===== config.mk =====
export PLATFORM = sky130hd
export DESIGN_NAME = llspi
export DESIGN_NICKNAME = d
export VERILOG_FILES = /design/src/llspi_cmd_pkg.sv /design/src/llspi_board_pkg.sv /design/src/spi_word_fifo.sv /design/src/spi_eater.sv /design/src/spi_pin_mux.sv /design/src/llspi.sv
export SDC_FILE = /design/constraint.sdc
export NUM_CORES = 1
export LEC_CHECK = 0
export BUFFER_PORTS_ARGS = -buffer_cell sky130_fd_sc_hd__buf_2
export CAP_MARGIN = 10
export CORE_UTILIZATION = 45
export DETAILED_ROUTE_END_ITERATION = 16
export MAX_ROUTING_LAYER = met4
export SLEW_MARGIN = 20
export SYNTH_ARGS = -nofsm -noshare
export SYNTH_HDL_FRONTEND = slang
export SYNTH_SLANG_ARGS = --single-unit
export TNS_END_PERCENT = 100

===== constraint.sdc =====
create_clock -name clk -period 3.35 [get_ports clk]
set_clock_uncertainty 0.15 [all_clocks]
set_input_delay 0.335 -clock clk [delete_from_list [all_inputs] [get_ports clk]]
set_output_delay 0.335 -clock clk [all_outputs]
set_load 0.05 [all_outputs]

===== src/llspi_cmd_pkg.sv =====
package llspi_cmd_pkg;

	// one host command word, control or data
	localparam int CMD_W = 9;
	// control bits held by the serializer after a control word
	localparam int CTL_W = 6;

	// bit positions inside ctl_bits
	localparam int CTL_READ_EN = 5;
	localparam int CTL_ADC_READ = 4;

	// serializer states
	localparam logic [1:0] ST_IDLE = 2'd0;
	localparam logic [1:0] ST_LOAD = 2'd1;
	localparam logic [1:0] ST_SHIFT = 2'd2;

	// msb picks the view, 1 for control and 0 for data
	typedef union packed {
		struct packed {
			logic       kind;
			logic [1:0] pad;
			logic       read_en;
			logic       adc_read;
			logic       spare;
			logic [2:0] dev_sel;
		} ctl;
		struct packed {
			logic       kind;
			logic [7:0] payload;
		} data;
	} llspi_cmd_t;

endpackage


===== src/llspi_board_pkg.sv =====
package llspi_board_pkg;

	// dev_sel codes, one per board device
	// ADC_BOTH selects both AD9653 parts at once, used for sync tests
	// AMC and SDC sit on the isolated poll bus
	localparam logic [2:0] DEV_NONE = 3'd0, DEV_LMK = 3'd1, DEV_ADC0 = 3'd2,
		DEV_ADC1 = 3'd3, DEV_DAC = 3'd4, DEV_ADC_BOTH = 3'd5, DEV_AMC = 3'd6,
		DEV_SDC = 3'd7;

	// result queue depth is 16 words
	// the status nibble wraps beyond that
	localparam int RESULT_AW = 4;

	// command queue depth, 32 words by default
	localparam int CMD_AW_DEFAULT = 5;

	// default serial pace, one tick per 64 clocks
	// slow enough for every part on the board
	localparam int PACE_BITS_DEFAULT = 6;

endpackage


===== src/spi_word_fifo.sv =====
`timescale 1ns/1ps

module spi_word_fifo #(
	parameter int dw = 8,
	parameter int aw = 4
) (
	input  logic          clk,
	input  logic          arst_n,
	input  logic          we,
	input  logic [dw-1:0] din,
	input  logic          re,
	output logic [dw-1:0] dout,
	output logic          full,
	output logic          empty,
	output logic [aw:0]   count
);

	// word storage
	logic [dw-1:0] mem [2**aw];

	// pointers carry one extra wrap bit
	logic [aw:0] wr_ptr;
	logic [aw:0] rd_ptr;

	logic push;
	logic pop;

	// writes into a full queue and reads of an empty one are ignored
	assign push = we && !full;
	assign pop = re && !empty;

	// same index, different wrap bit means full
	assign empty = (wr_ptr == rd_ptr);
	assign full = (wr_ptr[aw-1:0] == rd_ptr[aw-1:0]) && (wr_ptr[aw] != rd_ptr[aw]);
	assign count = wr_ptr - rd_ptr;

	// show-ahead, head word is valid while empty is low
	assign dout = mem[rd_ptr[aw-1:0]];

	always_ff @(posedge clk) begin
		if (push) begin
			mem[wr_ptr[aw-1:0]] <= din;
		end
	end

	always_ff @(posedge clk or negedge arst_n) begin
		if (!arst_n) begin
			wr_ptr <= '0;
			rd_ptr <= '0;
		end else begin
			if (push) begin
				wr_ptr <= wr_ptr + 1'b1;
			end
			if (pop) begin
				rd_ptr <= rd_ptr + 1'b1;
			end
		end
	end

endmodule


===== src/spi_eater.sv =====
`timescale 1ns/1ps

module spi_eater #(
	parameter int pace_bits = 6
) (
	input  logic                            clk,
	input  logic                            arst_n,
	input  llspi_cmd_pkg::llspi_cmd_t       cmd_data,
	input  logic                            cmd_empty,
	output logic                            pull,
	input  logic                            miso,
	output logic                            sclk,
	output logic                            mosi,
	output logic [llspi_cmd_pkg::CTL_W-1:0] ctl_bits,
	output logic                            result_we,
	output logic [7:0]                      result
);

	import llspi_cmd_pkg::*;

	logic [pace_bits-1:0] pace_cnt;
	logic tick;
	logic [1:0] state;
	// counts the 16 half-bit ticks of a byte
	logic [3:0] tick_cnt;
	logic rise_tick;
	logic fall_tick;
	logic last_tick;
	logic [7:0] tx_sr;
	logic [7:0] rx_sr;

	// free-running pace, tick lasts one clock every 2^pace_bits
	always_ff @(posedge clk or negedge arst_n) begin
		if (!arst_n) begin
			pace_cnt <= '0;
		end else begin
			pace_cnt <= pace_cnt + 1'b1;
		end
	end

	assign tick = &pace_cnt;

	// even tick_cnt raises sclk, odd one drops it
	assign rise_tick = (state == ST_SHIFT) && tick && !tick_cnt[0];
	assign fall_tick = (state == ST_SHIFT) && tick && tick_cnt[0];
	assign last_tick = fall_tick && (&tick_cnt);

	// accept the head word whenever idle, queue is show-ahead
	assign pull = (state == ST_IDLE) && !cmd_empty;

	always_ff @(posedge clk or negedge arst_n) begin
		if (!arst_n) begin
			state <= ST_IDLE;
			ctl_bits <= '0;
			sclk <= 1'b0;
			mosi <= 1'b0;
			result_we <= 1'b0;
			tick_cnt <= '0;
		end else begin
			result_we <= 1'b0;
			case (state)
				ST_IDLE: begin
					if (pull) begin
						// control words finish here, ctl_bits shows up next cycle
						if (cmd_data.ctl.kind) begin
							ctl_bits <= {cmd_data.ctl.read_en, cmd_data.ctl.adc_read,
								cmd_data.ctl.spare, cmd_data.ctl.dev_sel};
						end else begin
							state <= ST_LOAD;
						end
					end
				end
				ST_LOAD: begin
					// present msb ahead of the first rise
					mosi <= tx_sr[7];
					tick_cnt <= '0;
					state <= ST_SHIFT;
				end
				ST_SHIFT: begin
					if (tick) begin
						tick_cnt <= tick_cnt + 1'b1;
					end
					if (rise_tick) begin
						sclk <= 1'b1;
					end
					if (fall_tick) begin
						sclk <= 1'b0;
						// next bit, or park low after the eighth
						mosi <= last_tick ? 1'b0 : tx_sr[6];
					end
					if (last_tick) begin
						result_we <= ctl_bits[CTL_READ_EN];
						state <= ST_IDLE;
					end
				end
				default: begin
					state <= ST_IDLE;
				end
			endcase
		end
	end

	// byte shifters
	always_ff @(posedge clk) begin
		if (pull && !cmd_data.data.kind) begin
			tx_sr <= cmd_data.data.payload;
		end else if (fall_tick) begin
			tx_sr <= {tx_sr[6:0], 1'b0};
		end
		// miso sampled at each sclk rise, msb first
		if (rise_tick) begin
			rx_sr <= {rx_sr[6:0], miso};
		end
		if (last_tick) begin
			result <= rx_sr;
		end
	end

endmodule


===== src/spi_pin_mux.sv =====
`timescale 1ns/1ps

module spi_pin_mux (
	input  logic                            clk,
	input  logic                            arst_n,
	input  logic                            sclk,
	input  logic                            mosi,
	input  logic [llspi_cmd_pkg::CTL_W-1:0] ctl_bits,
	output logic                            P2_SCLK,
	output logic                            P2_SDI,
	output logic                            P2_LMK_LEuWire,
	output logic                            P2_ADC_SDIO_DIR,
	output logic                            P2_ADC_CSB_0,
	output logic                            P2_ADC_CSB_1,
	output logic                            P2_DAC_CSB,
	output logic                            P2_POLL_SCLK,
	output logic                            P2_POLL_MOSI,
	output logic                            P2_AMC7823_SPI_SS,
	output logic                            P2_AD7794_CSb,
	input  logic                            P2_DAC_SDO,
	input  logic                            P2_AMC7823_SPI_MISO,
	input  logic                            P2_AD7794_DOUT,
	input  logic                            sdi,
	output logic                            sdo,
	output logic                            sdio_drive,
	output logic                            miso
);

	import llspi_cmd_pkg::*;
	import llspi_board_pkg::*;

	logic [2:0] dev_sel;
	logic adc_sel;
	logic poll_sel;
	// registered miso sources
	logic adc_grab;
	logic dac_grab;
	logic amc_grab;
	logic sdc_grab;

	assign dev_sel = ctl_bits[2:0];
	assign adc_sel = (dev_sel == DEV_ADC0) || (dev_sel == DEV_ADC1) ||
		(dev_sel == DEV_ADC_BOTH);
	// poll parts get their own clock and data lines, kept quiet otherwise
	assign poll_sel = (dev_sel == DEV_AMC) || (dev_sel == DEV_SDC);

	always_ff @(posedge clk or negedge arst_n) begin
		if (!arst_n) begin
			P2_SCLK <= 1'b0;
			P2_SDI <= 1'b0;
			P2_POLL_SCLK <= 1'b0;
			P2_POLL_MOSI <= 1'b0;
			P2_ADC_SDIO_DIR <= 1'b1;
			sdo <= 1'b0;
			sdio_drive <= 1'b1;
			P2_LMK_LEuWire <= 1'b1;
			P2_ADC_CSB_0 <= 1'b1;
			P2_ADC_CSB_1 <= 1'b1;
			P2_DAC_CSB <= 1'b1;
			P2_AMC7823_SPI_SS <= 1'b1;
			P2_AD7794_CSb <= 1'b1;
		end else begin
			P2_SCLK <= sclk & ~poll_sel;
			P2_SDI <= mosi & ~poll_sel;
			P2_POLL_SCLK <= sclk & poll_sel;
			P2_POLL_MOSI <= mosi & poll_sel;
			// adc read turns the sdio pin around
			P2_ADC_SDIO_DIR <= ~ctl_bits[CTL_ADC_READ];
			sdio_drive <= ~ctl_bits[CTL_ADC_READ];
			sdo <= mosi & adc_sel;
			// active-low selects
			P2_LMK_LEuWire <= (dev_sel != DEV_LMK);
			P2_ADC_CSB_0 <= (dev_sel != DEV_ADC0) && (dev_sel != DEV_ADC_BOTH);
			P2_ADC_CSB_1 <= (dev_sel != DEV_ADC1) && (dev_sel != DEV_ADC_BOTH);
			P2_DAC_CSB <= (dev_sel != DEV_DAC);
			P2_AMC7823_SPI_SS <= (dev_sel != DEV_AMC);
			P2_AD7794_CSb <= (dev_sel != DEV_SDC);
		end
	end

	// input flops, two clocks of slack against the sampling rise
	always_ff @(posedge clk) begin
		adc_grab <= sdi;
		dac_grab <= P2_DAC_SDO;
		amc_grab <= P2_AMC7823_SPI_MISO;
		sdc_grab <= P2_AD7794_DOUT;
	end

	// lmk has no read path here
	always_comb begin
		case (dev_sel)
			DEV_NONE, DEV_LMK: miso = 1'b0;
			DEV_ADC0, DEV_ADC1, DEV_ADC_BOTH: miso = adc_grab;
			DEV_DAC: miso = dac_grab;
			DEV_AMC: miso = amc_grab;
			DEV_SDC: miso = sdc_grab;
			default: miso = 1'b0;
		endcase
	end

endmodule


===== src/llspi.sv =====
`timescale 1ns/1ps

module llspi #(
	parameter int pace_bits = llspi_board_pkg::PACE_BITS_DEFAULT,
	parameter int cmd_aw = llspi_board_pkg::CMD_AW_DEFAULT
) (
	input  logic                            clk,
	input  logic                            arst_n,
	// host side
	input  logic [llspi_cmd_pkg::CMD_W-1:0] host_din,
	input  logic                            host_we,
	input  logic                            result_re,
	output logic [7:0]                      host_result,
	output logic [7:0]                      status,
	// fast bus
	output logic                            P2_SCLK,
	output logic                            P2_SDI,
	output logic                            P2_LMK_LEuWire,
	output logic                            P2_ADC_SDIO_DIR,
	output logic                            P2_ADC_CSB_0,
	output logic                            P2_ADC_CSB_1,
	output logic                            P2_DAC_CSB,
	input  logic                            P2_DAC_SDO,
	// poll bus, isolated from the adc and dac lines
	output logic                            P2_POLL_SCLK,
	output logic                            P2_POLL_MOSI,
	output logic                            P2_AMC7823_SPI_SS,
	output logic                            P2_AD7794_CSb,
	input  logic                            P2_AMC7823_SPI_MISO,
	input  logic                            P2_AD7794_DOUT,
	// split adc sdio, buffer lives outside
	input  logic                            sdi,
	output logic                            sdo,
	output logic                            sdio_drive
);

	import llspi_board_pkg::*;
	import llspi_cmd_pkg::*;

	logic [CMD_W-1:0] cmd_data;
	logic cmd_empty;
	logic pull;
	logic sclk;
	logic mosi;
	logic miso;
	logic [CTL_W-1:0] ctl_bits;
	logic result_we;
	logic [7:0] result;
	logic [7:0] result_head;
	logic [RESULT_AW:0] result_count;

	// host command words, full-queue writes dropped
	spi_word_fifo #(.dw(CMD_W), .aw(cmd_aw)) cmd_fifo (
		.clk(clk), .arst_n(arst_n),
		.we(host_we), .din(host_din),
		.re(pull), .dout(cmd_data),
		.full(), .empty(cmd_empty), .count()
	);

	spi_eater #(.pace_bits(pace_bits)) eater (
		.clk(clk), .arst_n(arst_n),
		.cmd_data(cmd_data), .cmd_empty(cmd_empty), .pull(pull),
		.miso(miso), .sclk(sclk), .mosi(mosi), .ctl_bits(ctl_bits),
		.result_we(result_we), .result(result)
	);

	spi_pin_mux pins (
		.clk(clk), .arst_n(arst_n),
		.sclk(sclk), .mosi(mosi), .ctl_bits(ctl_bits),
		.P2_SCLK(P2_SCLK), .P2_SDI(P2_SDI), .P2_LMK_LEuWire(P2_LMK_LEuWire),
		.P2_ADC_SDIO_DIR(P2_ADC_SDIO_DIR),
		.P2_ADC_CSB_0(P2_ADC_CSB_0), .P2_ADC_CSB_1(P2_ADC_CSB_1),
		.P2_DAC_CSB(P2_DAC_CSB),
		.P2_POLL_SCLK(P2_POLL_SCLK), .P2_POLL_MOSI(P2_POLL_MOSI),
		.P2_AMC7823_SPI_SS(P2_AMC7823_SPI_SS), .P2_AD7794_CSb(P2_AD7794_CSb),
		.P2_DAC_SDO(P2_DAC_SDO), .P2_AMC7823_SPI_MISO(P2_AMC7823_SPI_MISO),
		.P2_AD7794_DOUT(P2_AD7794_DOUT),
		.sdi(sdi), .sdo(sdo), .sdio_drive(sdio_drive), .miso(miso)
	);

	// read-back bytes, a write into a full queue is lost
	spi_word_fifo #(.dw(8), .aw(RESULT_AW)) result_fifo (
		.clk(clk), .arst_n(arst_n),
		.we(result_we), .din(result),
		.re(result_re), .dout(result_head),
		.full(), .empty(), .count(result_count)
	);

	// host sees the head word latched on its read strobe
	always_ff @(posedge clk or negedge arst_n) begin
		if (!arst_n) begin
			host_result <= 8'hcc;
		end else if (result_re) begin
			host_result <= result_head;
		end
	end

	// count nibble wraps once 16 results are waiting
	assign status = {3'b000, cmd_empty, result_count[3:0]};

endmodule


[Word-level counts from Yosys, hierarchy flattened]
Memory sizes are Yosys's and may differ from the RTL's. A register that Yosys moved wholly into a read port is not among the register bits.
Index checks and enable logic that the tools add are counted.
Word-level totals
  register bits after elaboration: 83
  memory bits (writable): 416
  input port bits: 17
  output and inout bits: 29
  word-level logic and storage cells: 131
  memories kept: 2
Operators by class
  $add $sub $neg: 7
  eq/ne operators: 27
  muxes and demuxes: 20
  bitwise gates (word level): 7
  reductions and logical operators: 38
Memories
  cmd_fifo.mem: words 32, bits a word 9, read ports 1, clocked after memory_dff 0, wr ports 1, line spi_word_fifo.sv:19  | logic [dw-1:0] mem [2**aw];
  result_fifo.mem: words 16, bits a word 8, read ports 1, clocked after memory_dff 1, wr ports 1, line spi_word_fifo.sv:19
Operator list (count)
  6-bit by 1-bit adder with 6-bit output (second input constant): 3
  8-bit 2-to-1 mux: 2
  1-bit logical AND: 14
  3-bit equality test (second input constant): 4
  3-bit inequality test (second input constant): 4
  5-bit by 1-bit adder with 5-bit output (second input constant): 2
  5-bit equality test: 2
  1-bit 2-to-1 mux: 10
  4-bit one-hot mux with 2 select lines: 1
  1-bit zero test: 7
  3-bit by 2-bit equality test with 1-bit output (second input constant): 2
  6-bit equality test: 1
  2-bit 2-to-1 mux: 3
  2-bit by 1-bit inequality test with 1-bit output (second input constant): 3
  3-bit by 2-bit inequality test with 1-bit output (second input constant): 2
  2-bit one-hot mux with 3 select lines: 1
  2-bit AND reduction: 3
  3-bit AND reduction: 2
  6-bit AND reduction: 1
  2-bit nonzero test: 3
  1-bit AND: 5
  1-bit one-hot mux with 5 select lines: 1
  4-bit by 1-bit adder with 4-bit output (second input constant): 1
  4-bit equality test: 1
  other kinds (16): 21

[Depth between registers and ports, before layout]
  depth in word-level cells: 7
  depth in mapped cells: 11
  mapped depth without buffers: 7

[Hierarchy]
From an unflattened synthesis, not the netlist that was laid out.
Second synthesis, totals
  cell total of the unflattened synthesis: 1077
  area total of the unflattened synthesis: 20385.8 sq um
Modules (own cells, without submodules)
  spi_word_fifo at cmd_fifo: instances 1, cells an instance 602, area each 11908.9 sq um, sequential area each 8948.6 sq um
  spi_word_fifo at result_fifo: instances 1, cells an instance 297, area each 5750.5 sq um, sequential area each 4093.9 sq um
  spi_eater: instances 1, cells an instance 116, area each 1803.0 sq um, sequential area each 1246.2 sq um
  spi_pin_mux: instances 1, cells an instance 40, area each 553.0 sq um, sequential area each 389.1 sq um
  llspi: instances 1, cells an instance 22, area each 370.4 sq um, sequential area each 205.2 sq um

[Worst setup path after synthesis]
Ideal clock, no wire load.
  path kind: register to register
  start: reg result_fifo.rd_ptr[1]
  end: mem result_fifo.mem[6][0] (netlist: result_fifo.mem[3][0]), enable pin
  setup time: 383 ps
  arrival time: 2452 ps
  required time: 2817 ps
  setup slack: 364 ps
  cell stages (with the launch flop): 10
  buffers on the path: 3
  period minus slack after synthesis: 2986 ps
  cell sequence: dfrtp_1 clkbuf_1 buf_1 inv_1 ha_1 nand3_1 o31a_1 buf_2 nand2_1 nor3_1
On the way
  longest elaborated chain between the ends: 6
RTL lines
  start, declared: line spi_word_fifo.sv:23  | logic [aw:0] rd_ptr;
  start signal, assigned: line spi_word_fifo.sv:55  | rd_ptr <= rd_ptr + 1'b1;
  4-bit equality test: line spi_word_fifo.sv:34  | assign full = (wr_ptr[aw-1:0] == rd_ptr[aw-1:0]) && (wr_ptr[aw] != rd_ptr[aw]);
  1-bit logical AND: line spi_word_fifo.sv:34
  1-bit zero test: line spi_word_fifo.sv:29  | assign push = we && !full;
  1-bit logical AND: line spi_word_fifo.sv:29
  1-bit 2-to-1 mux: line spi_word_fifo.sv:41  | if (push) begin
  1-bit 2-to-1 mux (not written as such): line spi_word_fifo.sv:42  | mem[wr_ptr[aw-1:0]] <= din;
  end, declared: line spi_word_fifo.sv:19
No other way between the ends.

[Worst setup path in the final report]
  start: reg cmd_fifo.rd_ptr[1]
  end: reg eater.tx_sr[1], data pin
On the way
  longest elaborated chain between the ends: 5
  elaborated cells on any way between the ends: 7
  classes of those cells: eq/ne: 1; mux: 1; reduce/logical: 4; memory: 1
RTL lines
  start, declared: line spi_word_fifo.sv:23
  start signal, assigned: line spi_word_fifo.sv:55
  branches (longest 4 deep; another with memory 32 x 9 bit)
  8-bit 2-to-1 mux (*): line spi_eater.sv:105  | if (pull && !cmd_data.data.kind) begin
  end signal, assigned: line spi_eater.sv:106  | tx_sr <= cmd_data.data.payload;
  end signal, assigned: line spi_eater.sv:108  | tx_sr <= {tx_sr[6:0], 1'b0};
  end, declared: line spi_eater.sv:29  | logic [7:0] tx_sr;
Every way passes the cells marked *.
A chain may end at the register's enable or synchronous reset.

==> summary.txt <==
Outcome
  • Status: complete, no violations

Final layout
  • Antenna Cells: 0
  • Post-layout nets: 1214
  • Share of layout cells above drive strength 1: 29.4%
  • Fin area: 22900 um2
  • Area Overhead vs Synth: 14.9%

Logic synthesis
  • Mapped cell area: 19900 um2
  • Top post-synthesis cells by count: edfxtp_1 (440), mux4_2 (87), nor2_1 (57), dfrtp_1 (51), mux2_2 (50)
  • Synth area leaders: edfxtp_1 (66%), mux4_2 (9.8%), dfrtp_1 (6.4%)
  • Count of cell types in the netlist: 52
  • Post-synth EDFFs: 440
  • Synth Register Bits: 506
  • Yosys top cell area share: 66.3%
  • Post-Syn Instances: 1049
  • Most frequent cell after synthesis: edfxtp_1
  • Syn Area/Cell: 19.0 um2
  • Synth warn: 0
  • Post-synth top flop: edfxtp_1
  • Seq/Total Area, Yosys: 74.5%
  • Ys async rst share: 12.3%
  • Dominant cell type by area after synthesis: edfxtp_1

Floorplan
  • Initial Util: 46.0%
  • Die Y: 212 um
  • Die area: 45200 um2
  • Core area: 43400 um2
  • Die Wd: 212 um
  • Top Ports: 46
  • Core Rows: 76

STA
  • Fmax: 340 MHz
  • Minimum clock period: 2.94 ns
  • Worst hold slack: 0.0730 ns
  • # setup viols final: 0
  • Final Slew Violations: 0
  • Worst Max-Slew Pin Slew: 0.678 ns
  • Tcrit/Tclk final: 87.8%
  • Setup Total Neg Slack: 0 ns
  • Hold Fails Final Rpt: 0
  • Slew HR: 54.8%
  • Unrepaired setup endpoints after global routing: false

Global route
  • Gr busiest metal: met2
  • Met3 Usage GRT: 3.46%
  • GRT Residual Overflow: 0
  • Number of global-route vias before repair: 10065
  • Gr usage total: 19.7%
  • Initial antenna violation count: 0
  • Largest net degree at the start of global routing: 41
  • First-pass GRT wire length: 63300 um
  • GR Layer Usage met1: 25.0%
  • M2 GR Usage: 33.0%

Setup path
  • CP endpoint: eater.tx_sr[1]
  • RR Startpoint: cmd_fifo.rd_ptr[1]
  • WS Path Type: flop to flop
  • Peak fanout along the critical path: 31
  • CP Data Required Time: 3.53 ns
  • Worst setup SP type: flop
  • R2R setup slack: 0.41 ns
  • Critical Path End Type: flop
  • Worst R2R End: eater.tx_sr[1]
  • CP arrival: 3.12 ns
  • FF-to-FF path depth: 7
  • CP startpoint: cmd_fifo.rd_ptr[1]

Power and ir drop
  • IR drop worst, VDD: 0.575 mV
  • Lkg Pwr: 7.85 nW
  • Pwr dens: 826 nW/um2

Route
  • Vias: 9818
  • DRC viols: 0
  • Starting DRT DRC Count: 727
  • Avg Vias per Cell: 5.44
  • Wire per inst: 22.9 um
  • Drt first pass iters: 5
  • DRT antenna net count: 0
  • Final WL: 41400 um

Placed design
  • Gp weighted congestion: 0.800
  • I/O Buffers: 42
  • Post-DP Area: 21300 um2
  • Detail Placement HPWL: 27200 um

Min path
  • Cells on Worst Hold Path: 2
  • Hold Crit Class: input pin to flop
  • Hold Startpoint: result_re

Clocking
  • H-tree depth: 2
  • Setup Fix Bufs, Post-CTS: 0
  • Num CTS Buffers: 51
  • CTS max path bufs: 3
  • CTS tree: yes
  • Clk slew on worst S/H paths: 0.06 ns
  • Clk Latency, worst-skew pair: 0.58 ns
  • Root Driver: clkbuf_16
  • Clk sinks: 506

Job
  • Max cap viols: 0
cells in the final DEF (no fill, tap or decap), types with 4 or more instances in the layout:
master         count
o21ai_0           12
mux2i_1           30
buf_12             7
dfrtp_1           48
mux4_2            87
clkbuf_16         51
o22ai_1           18
clkinv_1          12
dfxtp_1            4
mux2_2            50
ha_1              15
xor2_1            11
buf_2             41
nand3_1           16
nand2_1           41
edfxtp_1         440
nand4_1            4
nor2b_1           16
clkbuf_1          11
clkinv_2          13
nor3_1             8
nand2b_1          10
or2_2              4
nor2_1            57
a21oi_1            5
dfstp_2           11
inv_1             14
dlygate4sd3_1      5
buf_4             81
a22oi_1            7
and3_1             5
a211oi_1          20
xnor2_1           22
o221ai_1           5
sequential cells by signal, indices dropped and copies added, names as in the netlist, 2 cells and up:
name                cells
result_fifo.rd_ptr      5
eater.state             2
eater.ctl_bits          5
eater.tx_sr             8
eater.rx_sr             8
eater.pace_cnt          6
cmd_fifo.rd_ptr         6
result_fifo.wr_ptr      5
eater.result            8
cmd_fifo.mem          288
cmd_fifo.wr_ptr         6
result_fifo.mem       128
host_result             8
eater.tick_cnt          4
layout make-up:
class | instances | area [um2]
multi-input cells | 474 | 4740
clock inverters | 30 | 194
clock buffers | 62 | 1320
fillers | 3444 | 20500
repair buffers | 134 | 1000
well taps | 585 | 732
flip-flops and latches | 506 | 14900
inverters | 14 | 52.6
how the worst min path moves through the flow:
stage / end / slack, ns
after floorplan: cmd_fifo.rd_ptr[0] / -0.11
after global placement: pins.P2_ADC_SDIO_DIR / 0.25
after detailed placement: pins.P2_ADC_SDIO_DIR / 0.25
after CTS: host_result[5] / 0.05
after global routing: host_result[0] / 0.05
final: host_result[0] / 0.07
critical path, cell delays in order (launching register included):
cell and delay, ns:
dfrtp_4 0.61, buf_12 0.26, mux2_2 0.38, o22ai_1 0.18, a211oi_1 0.09, a22oi_1 0.41, o221ai_1 0.27, mux2_2 0.31
timing repair:
action | CTS | global route
hold buffers | 5 | 0
endpoints found under the hold margin | 36 | 0
gates resized for setup | 0 | 0
kinds of logic after synthesis:
| family | share of synthesized area (%) |
|---|---|
| other | 0.0188 |
| adders and majority gates | 1.04 |
| xor gates and xnor gates | 1.45 |
| muxes | 14.2 |
| DFF | 74.5 |
| buffers and inverters | 1.76 |
| AOI/OAI and AO/OA | 2.84 |
| and+or+nand+nor | 4.22 |
power breakdown:
part	switching (W)	internal [W]
clock network	0.00226	0.00294
logic	0.00327	0.00255
registers	0.000449	0.00745
total	0.00598	0.0129
layer usage:
layer,up-vias,share of wire [%]
met3,57,4.4
li1,4405,-
met5,-,0
met1,5126,42
met4,0,1.8
met2,230,52
stage by stage:
step,worst slack [ns],power (W),utilization [%],instances
2_1_floorplan,0.364,0.0121,-,1051
3_5_place_dp,0.456,0.0139,49.2,1708
4_1_cts,0.369,0.0191,52.8,1805
3_3_place_gp,0.458,0.0139,49.2,1708
5_1_grt,0.308,0.0197,52.8,1805
6_report,0.409,0.0189,52.8,1805
Note: power is estimated with default switching activity, not from simulation.
